--- src/fetch_pkg.sv ---
package fetch_pkg;

  // Address and instruction width of the fetch path
  localparam int xlen = 32;

  // First fetch address after reset
  localparam logic [xlen-1:0] reset_pc = 32'h0000_0000;

  // Canonical NOP, addi x0,x0,0, placed in flushed slots
  localparam logic [31:0] i_nop = 32'h0000_0013;

  // Instruction memory geometry
  // Only the low byte-address bits select a word, the rest are ignored
  localparam int imem_words = 256;
  localparam int imem_addr_bits = 10;

  // Branch target buffer geometry
  // The index sits just above the two byte-offset bits of the PC
  localparam int btb_entries = 16;
  localparam int btb_index_bits = $clog2(btb_entries);
  localparam int btb_tag_lsb = btb_index_bits + 2;
  localparam int btb_tag_bits = xlen - btb_tag_lsb;

  // Return address stack geometry
  localparam int ras_depth = 4;
  localparam int ras_ptr_bits = $clog2(ras_depth);

  // Kind of control transfer recorded in a buffer entry
  typedef enum logic [1:0] {
    btb_branch = 2'd0,
    btb_call   = 2'd1,
    btb_return = 2'd2
  } btb_kind_e;

  // Source chosen for the next fetch address
  typedef enum logic [1:0] {
    src_seq      = 2'd0,
    src_pred     = 2'd1,
    src_ret      = 2'd2,
    src_redirect = 2'd3
  } pc_src_e;

endpackage
--- src/pred_if.sv ---
`timescale 1ns/1ps

// One branch prediction for the current fetch PC
// The buffer fields and the stack fields come from two different blocks
// and are merged at the top level into a single bundle
interface pred_if;

  logic                       hit;
  logic                       taken;
  logic [fetch_pkg::xlen-1:0] target;
  logic                       is_return;

  // Top of the return address stack
  logic                       ras_valid;
  logic [fetch_pkg::xlen-1:0] ras_target;

  // Predictor side
  modport source(output hit, output taken, output target, output is_return,
                 output ras_valid, output ras_target);

  // Consumer side used by the PC generator and the fetch stage
  modport sink(input hit, input taken, input target, input is_return,
               input ras_valid, input ras_target);

endinterface

--- src/pc_gen.sv ---
`timescale 1ns/1ps

// Program counter and next fetch address selection
// next_pc is combinational and addresses the memory in the same cycle
module pc_gen (
  input  logic                       clk,
  input  logic                       rst_n,
  input  logic                       stall,
  input  logic                       redirect_valid,
  input  logic [fetch_pkg::xlen-1:0] redirect_pc,
  pred_if.sink                       pred,
  output logic [fetch_pkg::xlen-1:0] pc,
  output logic [fetch_pkg::xlen-1:0] next_pc
);

  fetch_pkg::pc_src_e         pc_src;
  logic [fetch_pkg::xlen-1:0] seq_step;
  logic                       primed;

  // The first cycle after reset refetches the reset PC
  // Memory output is only aligned with pc from the second cycle on
  assign seq_step = (stall || !primed) ? 32'd0 : 32'd4;

  // Priority is redirect, then return, then taken hit, then sequential
  // Predictions are ignored while holding, so the held PC stays put
  always_comb begin
    if (redirect_valid) begin
      pc_src = fetch_pkg::src_redirect;
    end else if (stall || !primed) begin
      pc_src = fetch_pkg::src_seq;
    end else if (pred.hit && pred.is_return && pred.ras_valid) begin
      pc_src = fetch_pkg::src_ret;
    end else if (pred.hit && pred.taken) begin
      pc_src = fetch_pkg::src_pred;
    end else begin
      pc_src = fetch_pkg::src_seq;
    end
  end

  always_comb begin
    case (pc_src)
      fetch_pkg::src_redirect: next_pc = redirect_pc;
      fetch_pkg::src_ret:      next_pc = pred.ras_target;
      fetch_pkg::src_pred:     next_pc = pred.target;
      default:                 next_pc = pc + seq_step;
    endcase
  end

  // A redirect moves the PC even when the consumer is stalled
  always_ff @(posedge clk) begin
    if (!rst_n) begin
      pc     <= fetch_pkg::reset_pc;
      primed <= 1'b0;
    end else if (!stall || redirect_valid) begin
      pc     <= next_pc;
      primed <= 1'b1;
    end
  end

endmodule

--- src/flat_wrapper.sv ---
// flat-port wrapper written by rule: the top's interface ports become plain ports
module pc_gen_flat 
  (clk, rst_n, stall, redirect_valid, redirect_pc, pc, next_pc, pred_hit, pred_taken, pred_target, pred_is_return, pred_ras_valid, pred_ras_target);
  pred_if pred_i ();
  input  logic clk;
  input  logic rst_n;
  input  logic stall;
  input  logic redirect_valid;
  input  logic [fetch_pkg::xlen-1:0] redirect_pc;
  output logic [fetch_pkg::xlen-1:0] pc;
  output logic [fetch_pkg::xlen-1:0] next_pc;
  input wire logic [$bits(pred_i.hit)-1:0] pred_hit;
  input wire logic [$bits(pred_i.taken)-1:0] pred_taken;
  input wire logic [$bits(pred_i.target)-1:0] pred_target;
  input wire logic [$bits(pred_i.is_return)-1:0] pred_is_return;
  input wire logic [$bits(pred_i.ras_valid)-1:0] pred_ras_valid;
  input wire logic [$bits(pred_i.ras_target)-1:0] pred_ras_target;
  assign pred_i.hit = pred_hit;
  assign pred_i.taken = pred_taken;
  assign pred_i.target = pred_target;
  assign pred_i.is_return = pred_is_return;
  assign pred_i.ras_valid = pred_ras_valid;
  assign pred_i.ras_target = pred_ras_target;
  pc_gen u_core (.clk(clk), .rst_n(rst_n), .stall(stall), .redirect_valid(redirect_valid), .redirect_pc(redirect_pc), .pred(pred_i), .pc(pc), .next_pc(next_pc));
endmodule
--- config.mk ---
export PLATFORM = sky130hd
export DESIGN_NAME = pc_gen_flat
export DESIGN_NICKNAME = d
export VERILOG_FILES = /design/src/fetch_pkg.sv /design/src/pred_if.sv /design/src/pc_gen.sv /design/src/flat_wrapper.sv
export SDC_FILE = /design/constraint.sdc
export NUM_CORES = 1
export LEC_CHECK = 0
export BUFFER_PORTS_ARGS = -buffer_cell sky130_fd_sc_hd__buf_2
export CORE_ASPECT_RATIO = 1.2
export CORE_MARGIN = 2
export CORE_UTILIZATION = 46
export DETAILED_ROUTE_END_ITERATION = 16
export GPL_TIMING_DRIVEN = 0
export PLACE_DENSITY = 0.82
export SLEW_MARGIN = 30
export SYNTH_ARGS = -nofsm -noshare
export SYNTH_HDL_FRONTEND = slang
export SYNTH_SLANG_ARGS = --single-unit
--- constraint.sdc ---
create_clock -name clk -period 2.75 [get_ports clk]
set_input_delay 0.55 -clock clk [delete_from_list [all_inputs] [get_ports clk]]
set_output_delay 0.55 -clock clk [all_outputs]
set_load 0.05 [all_outputs]
==> flow_summary_export.csv <==
group,metric,value,unit
routing,drt_iter0_drc,500,
finish,design_area,4918,sq um
logic_synthesis,synth_async_sr_flop_share,0,%
logic_synthesis,netlist_top_cells_count,"55 x nand2_1, 42 x o21ai_0, 40 x a21oi_1, 40 x nand3_1, 33 x dfxtp_1",
worst_hold_path,hp-class,"flop to flop",
logic_synthesis,synth_xor_xnor_area_share,7.566,%
grt,antenna_found_initial,0,
setup_path,startpoint_type,"flop",
grt,grt_pass1_wl,21730,um
floorplan,num_rows,32,
placed_design,placed_area,4255,sq um
pwr,vdd_ir_drop_max,0.2672,mV
logic_synthesis,syn_nets,561,
logic_synthesis,synth_top_area_share,21.14,%
pwr,power.leakage,2.173,nW
logic_synthesis,syn_avg_cell_area,6.869,sq um
routing,drt-total-wl,14630,um
sta,hold_viol,0,
floorplan,dieArea,7472,sq um
finish,fin_nets,751,
grt,grt_pass1_vias,4430,
logic_synthesis,synth_compound_area_share,31.43,%
cts,cts_buffers,5,
logic_synthesis,synth_seq_area_share,21.14,%
cts,clkLatencyLatePin,0.30,ns
floorplan,die_y,94.30,um
placed_design,gp_congestion,0.9502,
routing,drc,0,
cts,htree_levels,2,
logic_synthesis,synthAdderAreaFrac,0.8006,%
pwr,total_power,1.855,mW
setup_path,crit_start,"u_core.pc[8]$_SDFFE_PN0P_",
logic_synthesis,synth-seq-cells,33,
sta,worst_clock_skew,0.01011,ns
routing,wl_per_cell,20.01,um
logic_synthesis,synthTopCellsByArea,"dfxtp_1 21%, o21ai_0 6.7%, nand2_1 6.6%",
grt,grt_max_degree,13,
sta,layout_setup_ws,-0.09456,ns
logic_synthesis,muxShareOfSynthArea,1.401,%
grt,grt_overflow,0,
sta,setup_violations,11,
placed_design,portBuffers,166,
routing,dr.pass1.iters,5,
finish,finish.utilization,75.83,%
flow_run,drv_cap,0,
logic_synthesis,syn-instance-count,455,
cts,cts_tree,"built",
setup_path,end_kind,"primary output",
grt,track_usage,37.44,%
sta,period_minus_slack,2.845,ns
setup_path,critPathRequiredTime,2.20,ns
logic_synthesis,ys_types,58,
sta,fmax,351.5,MHz
finish,syn_to_final_growth,57.37,%
worst_hold_path,min-delay-start,"u_core.pc[0]$_SDFFE_PN0P_",
run_status,status,"finished, violations left",
run_status,violations,"setup timing",
logic_synthesis,synth_top_flop_cell,"dfxtp_1",
sta,final_max_slew_viol_count,0,
cts,path_clk_slew,0.07,ns
finish,final_layout_size_suffix_gt1_share,45.51,%
logic_synthesis,netlist_area,3125,sq um
cts,cts_root_buf,"clkbuf_8",
floorplan,floorplan.core_area,6486,sq um
routing,antenna_left,0,
setup_path,arrival,2.29,ns
sta,tns,-0.3994,ns
logic_synthesis,yosysTopAreaCell,"dfxtp_1",
setup_path,crit_path_max_fanout,7,
sta,fin_crit_sh,103.4,%
logic_synthesis,synth_top_family_by_area,"simple AND/OR/NAND/NOR gates",
floorplan,initial_core_util,48.19,%
logic_synthesis,synth_edf_count,0,
setup_path,rrSetupSlack,0.60,ns
sta,worst_slew_pin_slew,0.7298,ns
routing,vias,4709,
sta,grt_setup_unrepaired,"yes",
cts,cts_hold_buffers,0,
routing,avgViaCountPerCell,6.442,
finish,diodes,0,
sta,slew_headroom,51.34,%
pwr,power.density,377.2,nW/um^2
logic_synthesis,synth-simple-area-share,32.27,%
setup_path,critPathKind,"flop to primary output",
floorplan,io_pins,168,
setup_path,r2r_start,"u_core.primed$_SDFFE_PN0P_",
placed_design,dp_hpwl,10330,um
cts,clockBufferDepth,2,
floorplan,die_x,79.25,um
cts,clkSinkCount,33,
logic_synthesis,yosys_warnings,0,
logic_synthesis,yosysMostFrequentCell,"nand2_1",
[repair_timing]
| item | in CTS | in global routing |
|---|---|---|
| hold endpoints to repair | 0 | 0 |
| cloned | 1 | 0 |
| setup buffers | 11 | 9 |
| pin swaps | 16 | 16 |
| setup endpoints to repair | 31 | 27 |
| gates resized for setup | 81 | 39 |
[layout make-up]
| type | count | area [sq um] |
|---|---|---|
| Buffer | 31 | 156.4 |
| Clock buffer | 7 | 96.34 |
| Clock inverter | 1 | 5.005 |
| Fill cell | 508 | 1568 |
| Inverter | 9 | 33.78 |
| Multi-Input combinational cell | 378 | 2715 |
| Sequential cell | 33 | 683.2 |
| Tap cell | 85 | 106.4 |
| Timing Repair Buffer | 187 | 1122 |
[flip-flops by register name (all words and copies together), names as in the netlist]
register       cells
u_core.pc         32
u_core.primed      1
[metrics by stage]
stage	hold slack, ns	setup slack, ns	instances
final	0.5203	-0.09456	731
after global routing	0.5281	-0.1826	731
after CTS	0.5180	-0.1640	725
after detailed placement	0.4959	-0.6331	706
after global placement	0.4661	-0.6140	706
after floorplan	0.4920	-0.2213	455
[final timing paths]
check / end / depth (start not counted)
worst max register to register: u_core.pc[28]$_SDFFE_PN0P_ / 6
worst max-delay path: next_pc[29] / 7
worst min-delay path: u_core.pc[0]$_SDFFE_PN0P_ / 2
worst min register to register: u_core.pc[0]$_SDFFE_PN0P_ / 2
[report_power, final]
| part | internal, mW | leakage, nW | switching (mW) |
|---|---|---|---|
| combinational | 0.272 | 1.84 | 0.561 |
| sequential | 0.517 | 0.279 | 0.0680 |
| clock | 0.227 | 0.0542 | 0.209 |
[cell families after synthesis]
group | after synthesis
flops | 33
simple gates | 191
compound gates | 154
xor+xnor | 27
buf+inv | 44
fa+ha+maj | 2
mux | 4
[worst max-delay path, stage by stage, from the launching register on]
cell     delay (ns)
dfxtp_2        0.43
nand3_1        0.24
nor4_4         0.38
buf_6          0.19
nand4_1        0.18
xor2_1         0.24
o21ai_4        0.17
buf_6          0.17
[cell usage in the layout (no fill, tap or decap), drive strengths merged, types with 4 or more instances in the layout]
cell type | netlist | routed
a21o | 5 | 5
o221ai | 7 | 7
xor2 | 16 | 16
nand4 | 13 | 13
dfxtp | 33 | 33
nor2 | 21 | 21
o22ai | 4 | 4
or3 | 13 | 13
nand2 | 55 | 55
nand3 | 41 | 41
a31oi | 11 | 11
clkbuf | 31 | 38
nor2b | 4 | 4
nand3b | 5 | 5
o211ai | 11 | 11
xnor2 | 11 | 11
buf | 4 | 187
o21ai | 43 | 43
and3 | 13 | 13
and2 | 4 | 4
nor4 | 4 | 4
a22oi | 7 | 7
nor3 | 7 | 7
a21oi | 40 | 40
inv | 8 | 8
[routing by layer]
layer / global-route usage, % / vias to the layer above / share of wire (%)
li1: - / 2101 / -
met1: 43.26 / 2181 / 36
met2: 64.34 / 360 / 49
met3: 7.019 / 67 / 10
met4: 20.98 / 0 / 5.4
met5: 0 / - / 0
Power figures use the tool's default switching activity.
