File: config.mk
export PLATFORM = sky130hd
export DESIGN_NAME = fetch_stage_bram_flat
export DESIGN_NICKNAME = d
export VERILOG_FILES = /design/src/fetch_pkg.sv /design/src/pred_if.sv /design/src/fetch_stage_bram.sv /design/src/flat_wrapper.sv
export SDC_FILE = /design/constraint.sdc
export NUM_CORES = 1
export LEC_CHECK = 0
export BUFFER_PORTS_ARGS = -buffer_cell sky130_fd_sc_hd__buf_4
export CAP_MARGIN = 15
export CORE_AREA = 2 2 131 133
export CTS_CLUSTER_SIZE = 12
export DETAILED_ROUTE_END_ITERATION = 10
export DIE_AREA = 0 0 133 135
export PLACE_DENSITY = 0.69
export SLEW_MARGIN = 20
export SYNTH_ARGS = -nofsm -noshare
export SYNTH_HDL_FRONTEND = slang
export SYNTH_SLANG_ARGS = --single-unit
File: constraint.sdc
create_clock -name clk -period 2.36 [get_ports clk]
set_clock_uncertainty 0.2 [all_clocks]
set_input_delay 0.236 -clock clk [delete_from_list [all_inputs] [get_ports clk]]
set_output_delay 0.236 -clock clk [all_outputs]
set_load 0.02 [all_outputs]
File: src/fetch_pkg.sv
package fetch_pkg;

  // Address and instruction width of the fetch path
  localparam int xlen = 32;

  // First fetch address after reset
  localparam logic [xlen-1:0] reset_pc = 32'h0000_0000;

  // Canonical NOP, addi x0,x0,0, placed in flushed slots
  localparam logic [31:0] i_nop = 32'h0000_0013;

  // Instruction memory geometry
  // Only the low byte-address bits select a word, the rest are ignored
  localparam int imem_words = 256;
  localparam int imem_addr_bits = 10;

  // Branch target buffer geometry
  // The index sits just above the two byte-offset bits of the PC
  localparam int btb_entries = 16;
  localparam int btb_index_bits = $clog2(btb_entries);
  localparam int btb_tag_lsb = btb_index_bits + 2;
  localparam int btb_tag_bits = xlen - btb_tag_lsb;

  // Return address stack geometry
  localparam int ras_depth = 4;
  localparam int ras_ptr_bits = $clog2(ras_depth);

  // Kind of control transfer recorded in a buffer entry
  typedef enum logic [1:0] {
    btb_branch = 2'd0,
    btb_call   = 2'd1,
    btb_return = 2'd2
  } btb_kind_e;

  // Source chosen for the next fetch address
  typedef enum logic [1:0] {
    src_seq      = 2'd0,
    src_pred     = 2'd1,
    src_ret      = 2'd2,
    src_redirect = 2'd3
  } pc_src_e;

endpackage
File: src/pred_if.sv
`timescale 1ns/1ps

// One branch prediction for the current fetch PC
// The buffer fields and the stack fields come from two different blocks
// and are merged at the top level into a single bundle
interface pred_if;

  logic                       hit;
  logic                       taken;
  logic [fetch_pkg::xlen-1:0] target;
  logic                       is_return;

  // Top of the return address stack
  logic                       ras_valid;
  logic [fetch_pkg::xlen-1:0] ras_target;

  // Predictor side
  modport source(output hit, output taken, output target, output is_return,
                 output ras_valid, output ras_target);

  // Consumer side used by the PC generator and the fetch stage
  modport sink(input hit, input taken, input target, input is_return,
               input ras_valid, input ras_target);

endinterface

File: src/fetch_stage_bram.sv
`timescale 1ns/1ps

// Fetch stage for a block RAM with one cycle of read latency
// The memory is addressed early with pc_next, so the word on imem_rdata
// always belongs to pc, and pc with its prediction is buffered next to it
module fetch_stage_bram (
  input  logic                       clk,
  input  logic                       rst_n,
  input  logic [fetch_pkg::xlen-1:0] pc,
  input  logic [fetch_pkg::xlen-1:0] pc_next,
  input  logic                       pc_stall,
  input  logic                       if_id_flush,
  input  logic                       m_ready,
  pred_if.sink                       pred,
  output logic                       imem_arvalid,
  output logic [fetch_pkg::xlen-1:0] imem_araddr,
  input  logic [31:0]                imem_rdata,
  output logic [31:0]                instr_id,
  output logic [fetch_pkg::xlen-1:0] pc_id,
  output logic [fetch_pkg::xlen-1:0] pc_plus4_id,
  output logic                       btb_hit_id,
  output logic                       btb_taken_id,
  output logic                       btb_is_return_id,
  output logic [fetch_pkg::xlen-1:0] btb_target_id,
  output logic                       valid_id
);

  logic [fetch_pkg::xlen-1:0] pc_buf;
  logic [fetch_pkg::xlen-1:0] pc_plus4_buf;
  logic [fetch_pkg::xlen-1:0] tgt_buf;
  logic                       hit_buf;
  logic                       taken_buf;
  logic                       is_return_buf;
  logic [31:0]                instr_buf;
  logic                       valid_buf;
  logic                       started;
  logic                       ret_used;
  logic [fetch_pkg::xlen-1:0] pred_tgt;

  // Early fetch with the next address
  // A redirect still reads its target while the consumer is stalled
  assign imem_araddr  = pc_next;
  assign imem_arvalid = !pc_stall || if_id_flush;

  // A return steers fetch only when the stack has an entry
  // Decode sees the target that fetch actually followed
  assign ret_used = pred.hit && pred.is_return && pred.ras_valid;
  assign pred_tgt = ret_used ? pred.ras_target : pred.target;

  // Prediction flags of the slot handed to decode
  always_ff @(posedge clk) begin
    if (!rst_n) begin
      hit_buf       <= 1'b0;
      taken_buf     <= 1'b0;
      is_return_buf <= 1'b0;
    end else if (m_ready) begin
      hit_buf       <= pred.hit;
      taken_buf     <= pred.taken || ret_used;
      is_return_buf <= pred.is_return;
    end
  end

  // PC and target follow the slot even when it is flushed
  always_ff @(posedge clk) begin
    if (m_ready) begin
      pc_buf       <= pc;
      pc_plus4_buf <= pc + 32'd4;
      tgt_buf      <= pred_tgt;
    end
  end

  // Flushed and reset slots carry a NOP
  // A flush wins over a stall
  always_ff @(posedge clk) begin
    if (!rst_n || if_id_flush) begin
      instr_buf <= fetch_pkg::i_nop;
    end else if (m_ready) begin
      instr_buf <= imem_rdata;
    end
  end

  // The first accepted cycle after reset still holds the stale read,
  // so validity waits for started
  always_ff @(posedge clk) begin
    if (!rst_n) begin
      started   <= 1'b0;
      valid_buf <= 1'b0;
    end else begin
      if (m_ready) begin
        started <= 1'b1;
      end
      if (if_id_flush) begin
        valid_buf <= 1'b0;
      end else if (m_ready) begin
        valid_buf <= started;
      end
    end
  end

  assign instr_id         = instr_buf;
  assign pc_id            = pc_buf;
  assign pc_plus4_id      = pc_plus4_buf;
  assign btb_hit_id       = hit_buf;
  assign btb_taken_id     = taken_buf;
  assign btb_is_return_id = is_return_buf;
  assign btb_target_id    = tgt_buf;
  assign valid_id         = valid_buf;

endmodule

File: src/flat_wrapper.sv
// flat-port wrapper written by rule: the top's interface ports become plain ports
module fetch_stage_bram_flat 
  (clk, rst_n, pc, pc_next, pc_stall, if_id_flush, m_ready, imem_arvalid, imem_araddr, imem_rdata, instr_id, pc_id, pc_plus4_id, btb_hit_id, btb_taken_id, btb_is_return_id, btb_target_id, valid_id, pred_hit, pred_taken, pred_target, pred_is_return, pred_ras_valid, pred_ras_target);
  pred_if pred_i ();
  input  logic clk;
  input  logic rst_n;
  input  logic [fetch_pkg::xlen-1:0] pc;
  input  logic [fetch_pkg::xlen-1:0] pc_next;
  input  logic pc_stall;
  input  logic if_id_flush;
  input  logic m_ready;
  output logic imem_arvalid;
  output logic [fetch_pkg::xlen-1:0] imem_araddr;
  input  logic [31:0] imem_rdata;
  output logic [31:0] instr_id;
  output logic [fetch_pkg::xlen-1:0] pc_id;
  output logic [fetch_pkg::xlen-1:0] pc_plus4_id;
  output logic btb_hit_id;
  output logic btb_taken_id;
  output logic btb_is_return_id;
  output logic [fetch_pkg::xlen-1:0] btb_target_id;
  output logic valid_id;
  input wire logic [$bits(pred_i.hit)-1:0] pred_hit;
  input wire logic [$bits(pred_i.taken)-1:0] pred_taken;
  input wire logic [$bits(pred_i.target)-1:0] pred_target;
  input wire logic [$bits(pred_i.is_return)-1:0] pred_is_return;
  input wire logic [$bits(pred_i.ras_valid)-1:0] pred_ras_valid;
  input wire logic [$bits(pred_i.ras_target)-1:0] pred_ras_target;
  assign pred_i.hit = pred_hit;
  assign pred_i.taken = pred_taken;
  assign pred_i.target = pred_target;
  assign pred_i.is_return = pred_is_return;
  assign pred_i.ras_valid = pred_ras_valid;
  assign pred_i.ras_target = pred_ras_target;
  fetch_stage_bram u_core (.clk(clk), .rst_n(rst_n), .pc(pc), .pc_next(pc_next), .pc_stall(pc_stall), .if_id_flush(if_id_flush), .m_ready(m_ready), .pred(pred_i), .imem_arvalid(imem_arvalid), .imem_araddr(imem_araddr), .imem_rdata(imem_rdata), .instr_id(instr_id), .pc_id(pc_id), .pc_plus4_id(pc_plus4_id), .btb_hit_id(btb_hit_id), .btb_taken_id(btb_taken_id), .btb_is_return_id(btb_is_return_id), .btb_target_id(btb_target_id), .valid_id(valid_id));
endmodule
==> key figures, run 1 <==
Run status
  – Status: completed

Critical path
  – Critical path startpoint: pred_hit
  – Setup slack, reg-to-reg: 1370 ps
  – RR Endpoint: u_core.instr_id[4]
  – Kind of critical path: in -> reg
  – Setup crit start kind: primary input
  – Worst flop-to-flop path startpoint: u_core.instr_id[4]
  – Worst EP arrival: 2250 ps
  – Max Fanout on Critical Path: 15
  – Critical path data required time: between 2000 and 2500 ps
  – Crit path capture type: flop
  – Worst Setup EP: u_core.btb_target_id[5]
  – R2R depth: 2

Synthesis
  – Seq/Total Area, Yosys: 65.4%
  – Synth unique cells: 32
  – Post-synthesis compound-gate area fraction: less than 1%
  – Post-Syn Area: approximately 0.0055 mm2
  – Share of the synthesized area in the top cell type: ~52%
  – Post-synthesis net count: 545
  – Yosys top cell by area: edfxtp_1
  – Synth Area in Simple Gates: about a tenth
  – Top cells by count, synth: edfxtp_1 (94), nor2_1 (39), dfxtp_1 (37)
  – Most common cell in the netlist: edfxtp_1
  – Cells after Synth: 375
  – Top_reg_cell synth: edfxtp_1
  – Number of synthesized flops with an enable pin: 94
  – Xor/xnor share of the synthesized area: 4.50%
  – Top cells by area, synth: edfxtp_1 (52%), dfxtp_1 (14%), mux2_2 (6.6%)
  – Avg Synthesized Cell Area: 14.5 um2
  – Fraction of registers with async set/reset: 0%
  – Yosys warning count: 0
  – Flops & latches, synth: 131
  – Mux contribution to synthesized area: 12.5%
  – Post-synthesis adder-cell area fraction: 0.230%
  – Largest family of logic cells by synthesized area: multiplexers

Clocking
  – CTS Buffer Depth: 2
  – CTS tree: done
  – Worst-skew pair later-pin latency: 410 ps
  – Clk slew on worst S/H paths: approximately 60 ps
  – Total CTS buffers: 17
  – Clk sink count: 131
  – Setup Buffers After CTS: 0
  – Root buffer cell: clkbuf_16
  – Htree depth: 4

Cells and area
  – Final #Nets: 929
  – FILL cells: 1265
  – Syn-to-layout area delta: 74.4%
  – Share of cells above drive strength 1: 46.5%
  – Multi-input logic area: approximately 0.0016 mm2
  – ANT cells: 0
  – Final Non-Filler Cells: 992
  – Final Cell Area: 0.00951 mm2
  – Register area: roughly 0.0036 mm2

Route
  – DR vias: 4427
  – TritonRoute pass-1 iters: 4
  – Post-DR vias/cell: 4.46
  – Post-Route WL: 16900 um
  – # DRC: 0
  – Wire per inst: 17.1 um
  – Antenna Nets Post-Route: 0
  – 1st-iter DRT viols: 150

Global route
  – Vias in the first global route: approximately 4.8k
  – Pin count of the biggest net entering global routing: 57
  – Initial antenna violation count: 0
  – First-pass GRT wire length: 25200 um
  – Total GRT Usage: a little under a fifth
  – Remaining Overflow, GRT: 0

Placed design
  – Gpl congestion: ~0.77
  – Dpl hpwl: 11300 um
  – IO Port Bufs: ~270
  – Area after DPL: between 0.007 and 0.008 mm2
  – Pre-CTS setup slack: roughly 480 ps
  – Placed insts: 827

Floorplan
  – Die extent in y: 135 um
  – Initial Utilization: 33.2%
  – I/O pin count: around 330
  – Core Rows: 47
  – Die ar.: about 0.018 mm2
  – Die Width: ~130 um
  – Core Area: 0.0164 mm2

Pwr
  – Sw Share: 24.1%
  – Maximum vdd drop: ~440 uV
  – Seq pwr share: 41.1%
  – Pwr dens: 692 mW/mm2
  – Leak Pwr: approximately 4.1 nW
  – Internal power: 5.00 mW
  – Combinational cell fraction of total power: 16.8%
  – P_sw: 1.59 mW
  – Power share of the clock group: approximately 42%
  – Final Total Pwr: 6.58 mW

STA
  – Final Hold Violating Endpoints: 0
  – Final period util: 97.0%
  – RSZ-0062 raised after global routing: no
  – TNS Setup: 0 ps
  – Max_slew headroom: 57.3%
  – Fmax: 0.437 GHz
  – Min Tclk post-route: roughly 2300 ps
  – Worst slew pin tran: around 640 ps
  – Setup ws final: between 70 and 80 ps
  – Setup violations, final: 0
  – Slew Limit Fails: 0

Min path
  – Class of the worst hold path: in -> reg

Run
  – # Max-Cap Violations: 0
==> sequential cells by signal, indices dropped and copies added, names as in the netlist <==
signal	cells
u_core.valid_id	1
u_core.btb_is_return_id	1
u_core.btb_target_id	32
u_core.instr_id	32
u_core.started	1
u_core.btb_hit_id	1
u_core.btb_taken_id	1
u_core.pc_plus4_id	32
u_core.pc_id	30
==> cell usage in the layout, fill, tap and decap left out, types with 5 or more instances in the layout <==
| cell type | count |
|---|---|
| clkbuf_16 | 21 |
| inv_1 | 5 |
| dfxtp_1 | 37 |
| nand3_1 | 8 |
| nand2_1 | 9 |
| and4_1 | 6 |
| dlygate4sd3_1 | 132 |
| nor2b_1 | 5 |
| buf_4 | 278 |
| xnor2_1 | 9 |
| edfxtp_1 | 94 |
| nor2_1 | 39 |
| nor3_2 | 5 |
| mux2_2 | 32 |
| xor2_1 | 19 |
| mux2i_1 | 32 |
==> power groups by stage <==
| stage | sequential [mW] | clock (mW) | combinational (mW) |
|---|---|---|---|
| CTS | 2.71 | 2.82 | 1.09 |
| floorplan | 2.95 | 0 | 0.242 |
| detailed placement | 2.75 | 0 | 0.904 |
| global placement | 2.75 | 0 | 0.890 |
| global route | 2.72 | 2.94 | 1.17 |
| finish | 2.71 | 2.77 | 1.11 |
==> timing repair <==
item	4_1_cts	5_1_grt
setup endpoints to repair	0	24
hold buffers	132	0
gates resized for setup	0	1
hold endpoints to repair	126	0
==> routing by layer <==
layer  vias up  GRT usage (%)  part of all wire [%]
li1       2085              -                     -
met3        45           6.23                   8.1
met4         0           8.48                   2.8
met1      2077           19.0                    36
met2       220           33.6                    53
met5         -              0                     0
==> worst min-delay path by stage <==
stage	from	to	slack, ps	cells past startpoint
6_report	pred_ras_valid	u_core.btb_taken_id	70	3
2_1_floorplan	pc[10]	u_core.pc_id[10]	130	0
3_3_place_gp	pc[1]	u_core.pc_plus4_id[1]	220	1
5_1_grt	pred_ras_valid	u_core.btb_taken_id	80	3
4_1_cts	pred_ras_valid	u_core.btb_taken_id	80	3
3_5_place_dp	pc[0]	u_core.pc_plus4_id[0]	220	1
==> kinds of logic (layout without fill, tap and decap cells) <==
family	after synthesis	count (layout)
adders and majority gates	1	1
buffers and inverters	53	450
AOI/OAI and AO/OA	6	6
xor gates and xnor gates	28	28
DFF	131	131
and+or+nand+nor	92	92
muxes	64	64
==> cell type report <==
type,instances,share of cell area [%]
clock buffer,20,5.26
timing repair buffer,413,36.4
tap,220,2.90
clock inverter,12,1.42
sequential,131,37.5
multi-input combinational,191,16.3
inverter,5,0.197
==> critical path, cell delays in order <==
cell and delay, ps:
dlygate4sd3_1 550, buf_4 160, nand3_4 170, buf_12 180, mux2_2 360, dlygate4sd3_1 580
==> metrics by stage <==
| stage | hold WS (ps) | util (%) |
|---|---|---|
| floorplan | 135 | - |
| global placement | 217 | 45.8 |
| detailed placement | 219 | 45.8 |
| CTS | 84.6 | 57.8 |
| global route | 80.2 | 58.0 |
| finish | 65.5 | 58.0 |
Note: power is estimated with default switching activity, not from simulation.
==> run 2: changes to the inputs <==
--- a/config.mk
+++ b/config.mk
@@ -5,13 +5,14 @@
 export SDC_FILE = /design/constraint.sdc
 export NUM_CORES = 1
 export LEC_CHECK = 0
+export ABC_AREA = 1
 export BUFFER_PORTS_ARGS = -buffer_cell sky130_fd_sc_hd__buf_4
 export CAP_MARGIN = 15
-export CORE_AREA = 2 2 131 133
+export CORE_AREA = 2 2 129 131
 export CTS_CLUSTER_SIZE = 12
 export DETAILED_ROUTE_END_ITERATION = 10
-export DIE_AREA = 0 0 133 135
-export PLACE_DENSITY = 0.69
+export DIE_AREA = 0 0 131 133
+export PLACE_DENSITY = 0.72
 export SLEW_MARGIN = 20
 export SYNTH_ARGS = -nofsm -noshare
 export SYNTH_HDL_FRONTEND = slang
==> run 2 against run 1 <==
Synthesized area grew 3.4%. Core utilization is 1.2 points higher. Cell count rose by 12%. Global-route usage increased by 2.4 points. Critical path depth unchanged. Worst setup slack lost 12 ps. Via count is 14% higher. Final area rose by 0.54%. Count of clock-buffer cells in the layout is the same. First-iteration DRC count is 110% higher. Routed wire length rose by 6.9%. Critical path type unchanged.
==> key figures, run 2 <==
STA
  – Max_slew headroom: 49.6% (-7.7 points)
  – RSZ-0062 raised after global routing: no
  – Fmax: 0.435 GHz (-0.51%)
  – Worst slew pin tran: 756 ps (+116 ps)
  – Min Tclk post-route: 2300 ps (+11.8 ps)
  – Slew Limit Fails: 0 (unchanged)
  – Final period util: 97.5% (+0.50 points)
  – Setup violations, final: 0 (unchanged)
  – Final Hold Violating Endpoints: 0 (unchanged)
  – TNS Setup: 0 ps (unchanged)

Synthesis
  – Post-synthesis net count: 668 (+23%)
  – Top cells by count, synth: nand2_1 (144), edfxtp_1 (94), dfxtp_1 (37)
  – Number of synthesized flops with an enable pin: 94 (unchanged)
  – Most common cell in the netlist: nand2_1
  – Flops & latches, synth: 131 (unchanged)
  – Cells after Synth: 498 (+33%)
  – Post-Syn Area: 0.00563 mm2 (+3.4%)
  – Top_reg_cell synth: edfxtp_1
  – Synth unique cells: 27 (-16%)
  – Seq/Total Area, Yosys: 63.2% (-2.1 points)
  – Yosys top cell by area: edfxtp_1
  – Share of the synthesized area in the top cell type: 50.1% (-1.7 points)
  – Yosys warning count: 0 (unchanged)
  – Top cells by area, synth: edfxtp_1 (50%), dfxtp_1 (13%), nand2_1 (9.6%)
  – Avg Synthesized Cell Area: 11.3 um2 (-22%)
  – Fraction of registers with async set/reset: 0% (unchanged)

Cells and area
  – Share of cells above drive strength 1: 39.4% (-7.1 points)
  – Final Cell Area: 0.00956 mm2 (+0.54%)
  – FILL cells: 1278 (+1.0%)
  – Syn-to-layout area delta: 69.7%
  – Commonest cells after routing, fill and taps aside: buf_4 (271), nand2_1 (144), dlygate4sd3_1 (137), edfxtp_1 (94), dfxtp_1 (37)
  – ANT cells: 0 (unchanged)
  – Commonest non-fill, non-tap cell in the layout: buf_4
  – Final #Nets: 1050 (+13%)
  – Post-Route Utilization: 59.1% (+1.2 points)

Critical path
  – R2R depth: 3 (+1)
  – Worst Setup EP: u_core.btb_target_id[29]
  – CP max stage cell: dlygate4sd3_1
  – RR Endpoint: u_core.btb_hit_id
  – Setup slack, reg-to-reg: 900 ps (-470 ps)
  – Setup crit start kind: primary input
  – Crit path capture type: flop
  – Kind of critical path: in -> reg
  – Critical path startpoint: pred_hit
  – Max Fanout on Critical Path: 33 (+18)
  – Worst flop-to-flop path startpoint: u_core.btb_hit_id
  – Slowest stage delay, CP: 590 ps (about the same)
  – CP dominant cell by count: dlygate4sd3_1
  – Worst EP arrival: 2250 ps (about the same)
  – Critical path data required time: 2310 ps (about the same)
  – Worst path cell trace: dlygate4sd3_1, buf_4, nand3_2, buf_6, mux2_2, dlygate4sd3_1

Global route
  – Initial antenna violation count: 0 (unchanged)
  – Vias in the first global route: 5125 (+7.2%)
  – Total GRT Usage: 20.7% (+2.4 points)
  – Remaining Overflow, GRT: 0 (unchanged)
  – First-pass GRT wire length: 27100 um (+7.5%)
  – Pin count of the biggest net entering global routing: 132 (+130%)

Pwr
  – Sw Share: 25.0% (+0.87 points)
  – P_sw: 1.55 mW (-2.4%)
  – Seq pwr share: 43.6% (+2.5 points)
  – Combinational cell fraction of total power: 17.9% (+1.1 points)
  – Final Total Pwr: 6.20 mW (-5.8%)
  – Power share of the clock group: 38.5% (-3.6 points)
  – Internal power: 4.65 mW (-6.8%)
  – Pwr dens: 649 mW/mm2 (-6.3%)
  – Maximum vdd drop: 430 uV (-2.1%)
  – Leak Pwr: 4.17 nW (+0.86%)

Clocking
  – Total CTS buffers: 17 (unchanged)
  – Htree depth: 4 (unchanged)
  – CTS Buffer Depth: 2 (unchanged)
  – Worst-skew pair later-pin latency: 420 ps (about the same)
  – Clk sink count: 131 (unchanged)
  – Root buffer cell: clkbuf_16
  – Setup Buffers After CTS: 0 (unchanged)
  – Clk slew on worst S/H paths: 60 ps (about the same)
  – CTS tree: done

Placed design
  – IO Port Bufs: 269 (unchanged)
  – Dpl hpwl: 11600 um (+3.0%)
  – Gpl congestion: 0.862 (+12%)
  – Area after DPL: 0.00766 mm2 (+1.8%)

Min path
  – Class of the worst hold path: in -> reg

Floorplan
  – Core Rows: 47 (unchanged)
  – Initial Utilization: 34.8% (+1.6 points)
  – Core Area: 0.0162 mm2 (-1.4%)
  – I/O pin count: 334 (unchanged)
  – Die Width: 131 um (-1.5%)
  – Die ar.: 0.0174 mm2 (-3.0%)
  – Die extent in y: 133 um (-1.5%)

Route
  – Wire per inst: 16.3 um (-4.8%)
  – 1st-iter DRT viols: 316 (+110%)
  – Antenna Nets Post-Route: 0 (unchanged)
  – DR vias: 5066 (+14%)
  – # DRC: 0 (unchanged)
  – TritonRoute pass-1 iters: 5 (+1)
  – Post-Route WL: 18100 um (+6.9%)
  – Post-DR vias/cell: 4.55 (+2.0%)

Run status
  – Status: completed

Run
  – # Max-Cap Violations: 0 (unchanged)
run 2: changes by cell type in the layout (fill, tap and decap cells not counted), sizes merged, moves of 6 or more:
cell    change
buf         -7
inv         +9
a21oi      +30
and4        -6
nor2        +8
mux2i      -32
xor2        -9
nand2     +141
nor3        -7
nand3b      +8
run 2: worst min path at each step:
stage | startpoint | end | depth (start not counted)
3_5_place_dp | pc[1] | u_core.pc_plus4_id[1] | 1
4_1_cts | if_id_flush | u_core.instr_id[10] | 4
2_1_floorplan | pc[10] | u_core.pc_id[10] | 0
5_1_grt | if_id_flush | u_core.instr_id[5] | 4
3_3_place_gp | pc[1] | u_core.pc_plus4_id[1] | 1
6_report | if_id_flush | u_core.instr_id[6] | 4
run 2: metrics by stage:
stage                     cells  worst slack (ps)  hold WS (ps)
after detailed placement    944               658           217
after global placement      944               682           215
final                      1113              60.0          86.4
after CTS                  1113              32.1          56.4
after floorplan             498               929           135
after global routing       1113              11.8          96.6
run 2: area by class of cell:
| cell class | count | area [um2] | share of cell area, % |
|---|---|---|---|
| multi-input cells | 300 | 1680 | 17.6 |
| flip-flops and latches | 131 | 3560 | 37.3 |
| inverters | 20 | 75.1 | 0.785 |
| well taps | 220 | 275 | 2.88 |
| repair buffers | 410 | 3440 | 36.0 |
| clock inverters | 12 | 91.3 | 0.955 |
| clock buffers | 20 | 437 | 4.57 |
run 2: logic make-up after synthesis:
kind of cell               Yosys count  share of synthesized area, %
AOI/OAI and AO/OA                   34                          3.06
xor gates and xnor gates            15                          2.47
adders and majority gates            1                         0.222
buffers and inverters               67                          6.93
DFF                                131                          63.2
muxes                               32                          6.40
and+or+nand+nor                    218                          17.7
run 2: worst max-delay path, delay by kind of cell:
| kind | cells | cell delay (ps) |
|---|---|---|
| and+or+nand+nor | 1 | 70 |
| buffers and inverters | 4 | 1560 |
| muxes | 1 | 380 |
run 2: power groups by stage:
| stage | registers, mW | clock network, mW | logic [mW] |
|---|---|---|---|
| final | 2.70 | 2.39 | 1.11 |
| after global routing | 2.72 | 2.54 | 1.18 |
| after CTS | 2.70 | 2.42 | 1.10 |
| after detailed placement | 2.75 | 0 | 0.901 |
| after global placement | 2.74 | 0 | 0.893 |
| after floorplan | 2.95 | 0 | 0.249 |
run 2: what timing repair did:
action,4_1_cts,5_1_grt
endpoints found under the hold margin,130,0
resized for setup,0,1
hold buffers,137,0
endpoints found under the setup margin,0,32
run 2: layer usage:
| layer | wire length, um | global-route usage [%] | up-vias |
|---|---|---|---|
| met4 | 659 | 10.0 | 0 |
| met3 | 1330 | 5.90 | 57 |
| met1 | 6630 | 22.3 | 2361 |
| met2 | 9470 | 36.8 | 247 |
| met5 | 0 | 0 | - |
| li1 | - | - | 2401 |
==> run 3: changes to the inputs <==
--- a/config.mk
+++ b/config.mk
@@ -12,7 +12,7 @@
 export CTS_CLUSTER_SIZE = 12
 export DETAILED_ROUTE_END_ITERATION = 10
 export DIE_AREA = 0 0 131 133
-export PLACE_DENSITY = 0.72
+export PLACE_DENSITY = 0.67
 export SLEW_MARGIN = 20
 export SYNTH_ARGS = -nofsm -noshare
 export SYNTH_HDL_FRONTEND = slang
==> run 3 against run 2 <==
Via count down 1.5%. Non-clock buffer count did not move. Sequential power about the same. Global-route usage is 1.1 points lower. Die area stayed put. Fmax up 0.62%. Count of clock-buffer cells in the layout is 3 higher. Register-to-register slack gained 70 ps. First-iteration DRC count shrank 12%. Highest routed layer unchanged.
==> key figures, run 3 (synthesis gave the netlist of run 2 again) <==
Critical path
  – Setup crit start kind: primary input
  – Setup slack, reg-to-reg: 970 ps (+70 ps)
  – Worst EP arrival: 2240 ps (about the same)
  – Kind of critical path: in -> reg
  – Worst path buffer plus inverter count: 4 (unchanged)
  – CP max stage cell: dlygate4sd3_1
  – Worst path cell trace: dlygate4sd3_1, buf_4, nand3_2, buf_6, mux2_2, dlygate4sd3_1
  – CP dominant cell by count: dlygate4sd3_1
  – R2R depth: 3 (unchanged)
  – Worst flop-to-flop path startpoint: u_core.btb_hit_id
  – Max Fanout on Critical Path: 33 (unchanged)
  – Critical path data required time: 2320 ps (about the same)
  – RR Endpoint: u_core.btb_hit_id
  – Cell family with the largest share of critical-path delay: buffers and inverters
  – Crit path capture type: flop
  – Slowest stage delay, CP: 570 ps (-20 ps)

Global route
  – First-pass GRT wire length: 25800 um (-4.6%)
  – Pin count of the biggest net entering global routing: 62 (-53%)
  – Vias in the first global route: 4996 (-2.5%)
  – M2 GR Usage: 34.6% (-2.1 points)
  – Met3 Use GR: 4.69% (-1.2 points)
  – Initial antenna violation count: 0 (unchanged)
  – Total GRT Usage: 19.6% (-1.1 points)
  – GR peak layer: met2
  – Routing usage on met1: 21.5% (-0.82 points)
  – Remaining Overflow, GRT: 0 (unchanged)

Cells and area
  – ANT cells: 0 (unchanged)
  – Multi-input logic area: 0.00168 mm2 (unchanged)
  – Register area: 0.00356 mm2 (unchanged)
  – Commonest cells after routing, fill and taps aside: buf_4 (270), nand2_1 (144), dlygate4sd3_1 (137), edfxtp_1 (94), dfxtp_1 (37)
  – FILL cells: 1303 (+2.0%)
  – Commonest non-fill, non-tap cell in the layout: buf_4
  – Post-Route Utilization: 59.4% (+0.24 points)
  – Syn-to-layout area delta: 70.4%
  – Share of cells above drive strength 1: 39.9% (+0.45 points)
  – Final #Nets: 1050 (unchanged)

Pwr
  – Maximum vdd drop: 428 uV (-0.51%)
  – Internal power: 4.72 mW (+1.4%)
  – Combinational cell fraction of total power: 17.6% (-0.3 points)
  – Seq pwr share: 43.2% (-0.4 points)
  – P_sw: 1.54 mW (-0.81%)
  – Final Total Pwr: 6.26 mW (+0.84%)
  – Pwr dens: 652 mW/mm2 (+0.43%)
  – Leak Pwr: 4.20 nW (+0.67%)
  – Sw Share: 24.6% (-0.41 points)
  – Power share of the clock group: 39.2% (+0.7 points)

Floorplan
  – I/O pin count: 334 (unchanged)
  – Die extent in y: 133 um (unchanged)
  – Die Width: 131 um (unchanged)
  – Core Area: 0.0162 mm2 (unchanged)
  – Core Rows: 47 (unchanged)
  – Initial Utilization: 34.8% (unchanged)
  – Die ar.: 0.0174 mm2 (unchanged)

Clocking
  – Setup Buffers After CTS: 0 (unchanged)
  – Clk sink count: 131 (unchanged)
  – Htree depth: 4 (unchanged)
  – Worst-skew pair later-pin latency: 410 ps (about the same)
  – CTS Buffer Depth: 2 (unchanged)
  – Root buffer cell: clkbuf_16
  – Clk slew on worst S/H paths: 60 ps (about the same)
  – CTS tree: done
  – Total CTS buffers: 17 (unchanged)

Min path
  – Hold EP: u_core.pc_plus4_id[5]
  – Hold Crit Depth: 1 (-3)
  – Hold path start: m_ready
  – Class of the worst hold path: in -> reg

Route
  – Wire per inst: 15.6 um (-4.1%)
  – Antenna Nets Post-Route: 0 (unchanged)
  – Post-Route WL: 17400 um (-4.1%)
  – # DRC: 0 (unchanged)
  – 1st-iter DRT viols: 278 (-12%)
  – DR vias: 4991 (-1.5%)
  – Post-DR vias/cell: 4.48 (-1.5%)
  – TritonRoute pass-1 iters: 4 (-1)

STA
  – RSZ-0062 raised after global routing: no
  – Fmax: 0.437 GHz (+0.62%)
  – Worst slew pin tran: 919 ps (+163 ps)
  – Min Tclk post-route: 2290 ps (-14.2 ps)
  – TNS Setup: 0 ps (unchanged)
  – Slew Limit Fails: 0 (unchanged)
  – Final Hold Violating Endpoints: 0 (unchanged)
  – Setup ws final: 74.1 ps (+14.2 ps)
  – Setup violations, final: 0 (unchanged)
  – Final period util: 96.9% (-0.60 points)
  – Max_slew headroom: 38.7% (-11 points)

Placed design
  – IO Port Bufs: 269 (unchanged)
  – Pre-CTS setup slack: 646 ps (-12.0 ps)
  – Dpl hpwl: 11300 um (-2.1%)
  – Gpl congestion: 0.795 (-7.9%)

Run status
  – Status: completed

Run
  – # Max-Cap Violations: 0 (unchanged)
==> run 3: cell types whose count changed in the layout (fill, tap and decap cells not counted), sizes merged <==
cell | before | now
clkbuf | 20 | 23
clkinv | 10 | 8
bufinv | 1 | 0
clkinvlp | 2 | 1
inv | 19 | 20
==> run 3: power groups by stage <==
stage	Clock, mW	Sequential [mW]	Combinational [mW]
6_report	2.45	2.70	1.10
3_5_place_dp	0	2.74	0.902
5_1_grt	2.60	2.71	1.18
3_3_place_gp	0	2.74	0.896
4_1_cts	2.51	2.70	1.10
2_1_floorplan	0	2.95	0.249
==> run 3: layout make-up <==
type / count / share of cell area [%]
flip-flops and latches: 131 / 37.1
repair buffers: 410 / 35.9
multi-input cells: 300 / 17.5
clock buffers: 23 / 5.23
well taps: 220 / 2.87
inverters: 20 / 0.782
clock inverters: 9 / 0.548
==> run 3: per-stage QoR <==
stage               std cells  instance area, um2  hold slack [ps]
finish                   1113                9600             56.2
global route             1113                9600             51.5
CTS                      1113                9590             32.7
detailed placement        944                7670              217
global placement          944                7670              214
floorplan                 498                5630              135
==> run 3: what timing repair did <==
action | 4_1_cts | 5_1_grt
hold buffers | 137 | 0
gates resized for setup | 0 | 1
setup endpoints to repair | 0 | 32
endpoints found under the hold margin | 130 | 0
==> run 3: per-layer routing <==
layer / up-vias / routed length [um]
met2: 209 / 9250
met5: - / 0
met1: 2323 / 6390
met3: 62 / 1070
met4: 0 / 642
li1: 2397 / -
==> run 3: worst max path at each step <==
stage	end	from	slack [ps]	cells after the start
2_1_floorplan	u_core.pc_plus4_id[28]	pc[2]	930	8
3_5_place_dp	u_core.pc_plus4_id[24]	pc[2]	650	9
4_1_cts	u_core.btb_target_id[6]	pred_hit	20	6
5_1_grt	u_core.btb_target_id[11]	pred_hit	30	6
6_report	u_core.btb_target_id[21]	pred_hit	70	6
3_3_place_gp	u_core.pc_plus4_id[24]	pc[2]	660	9
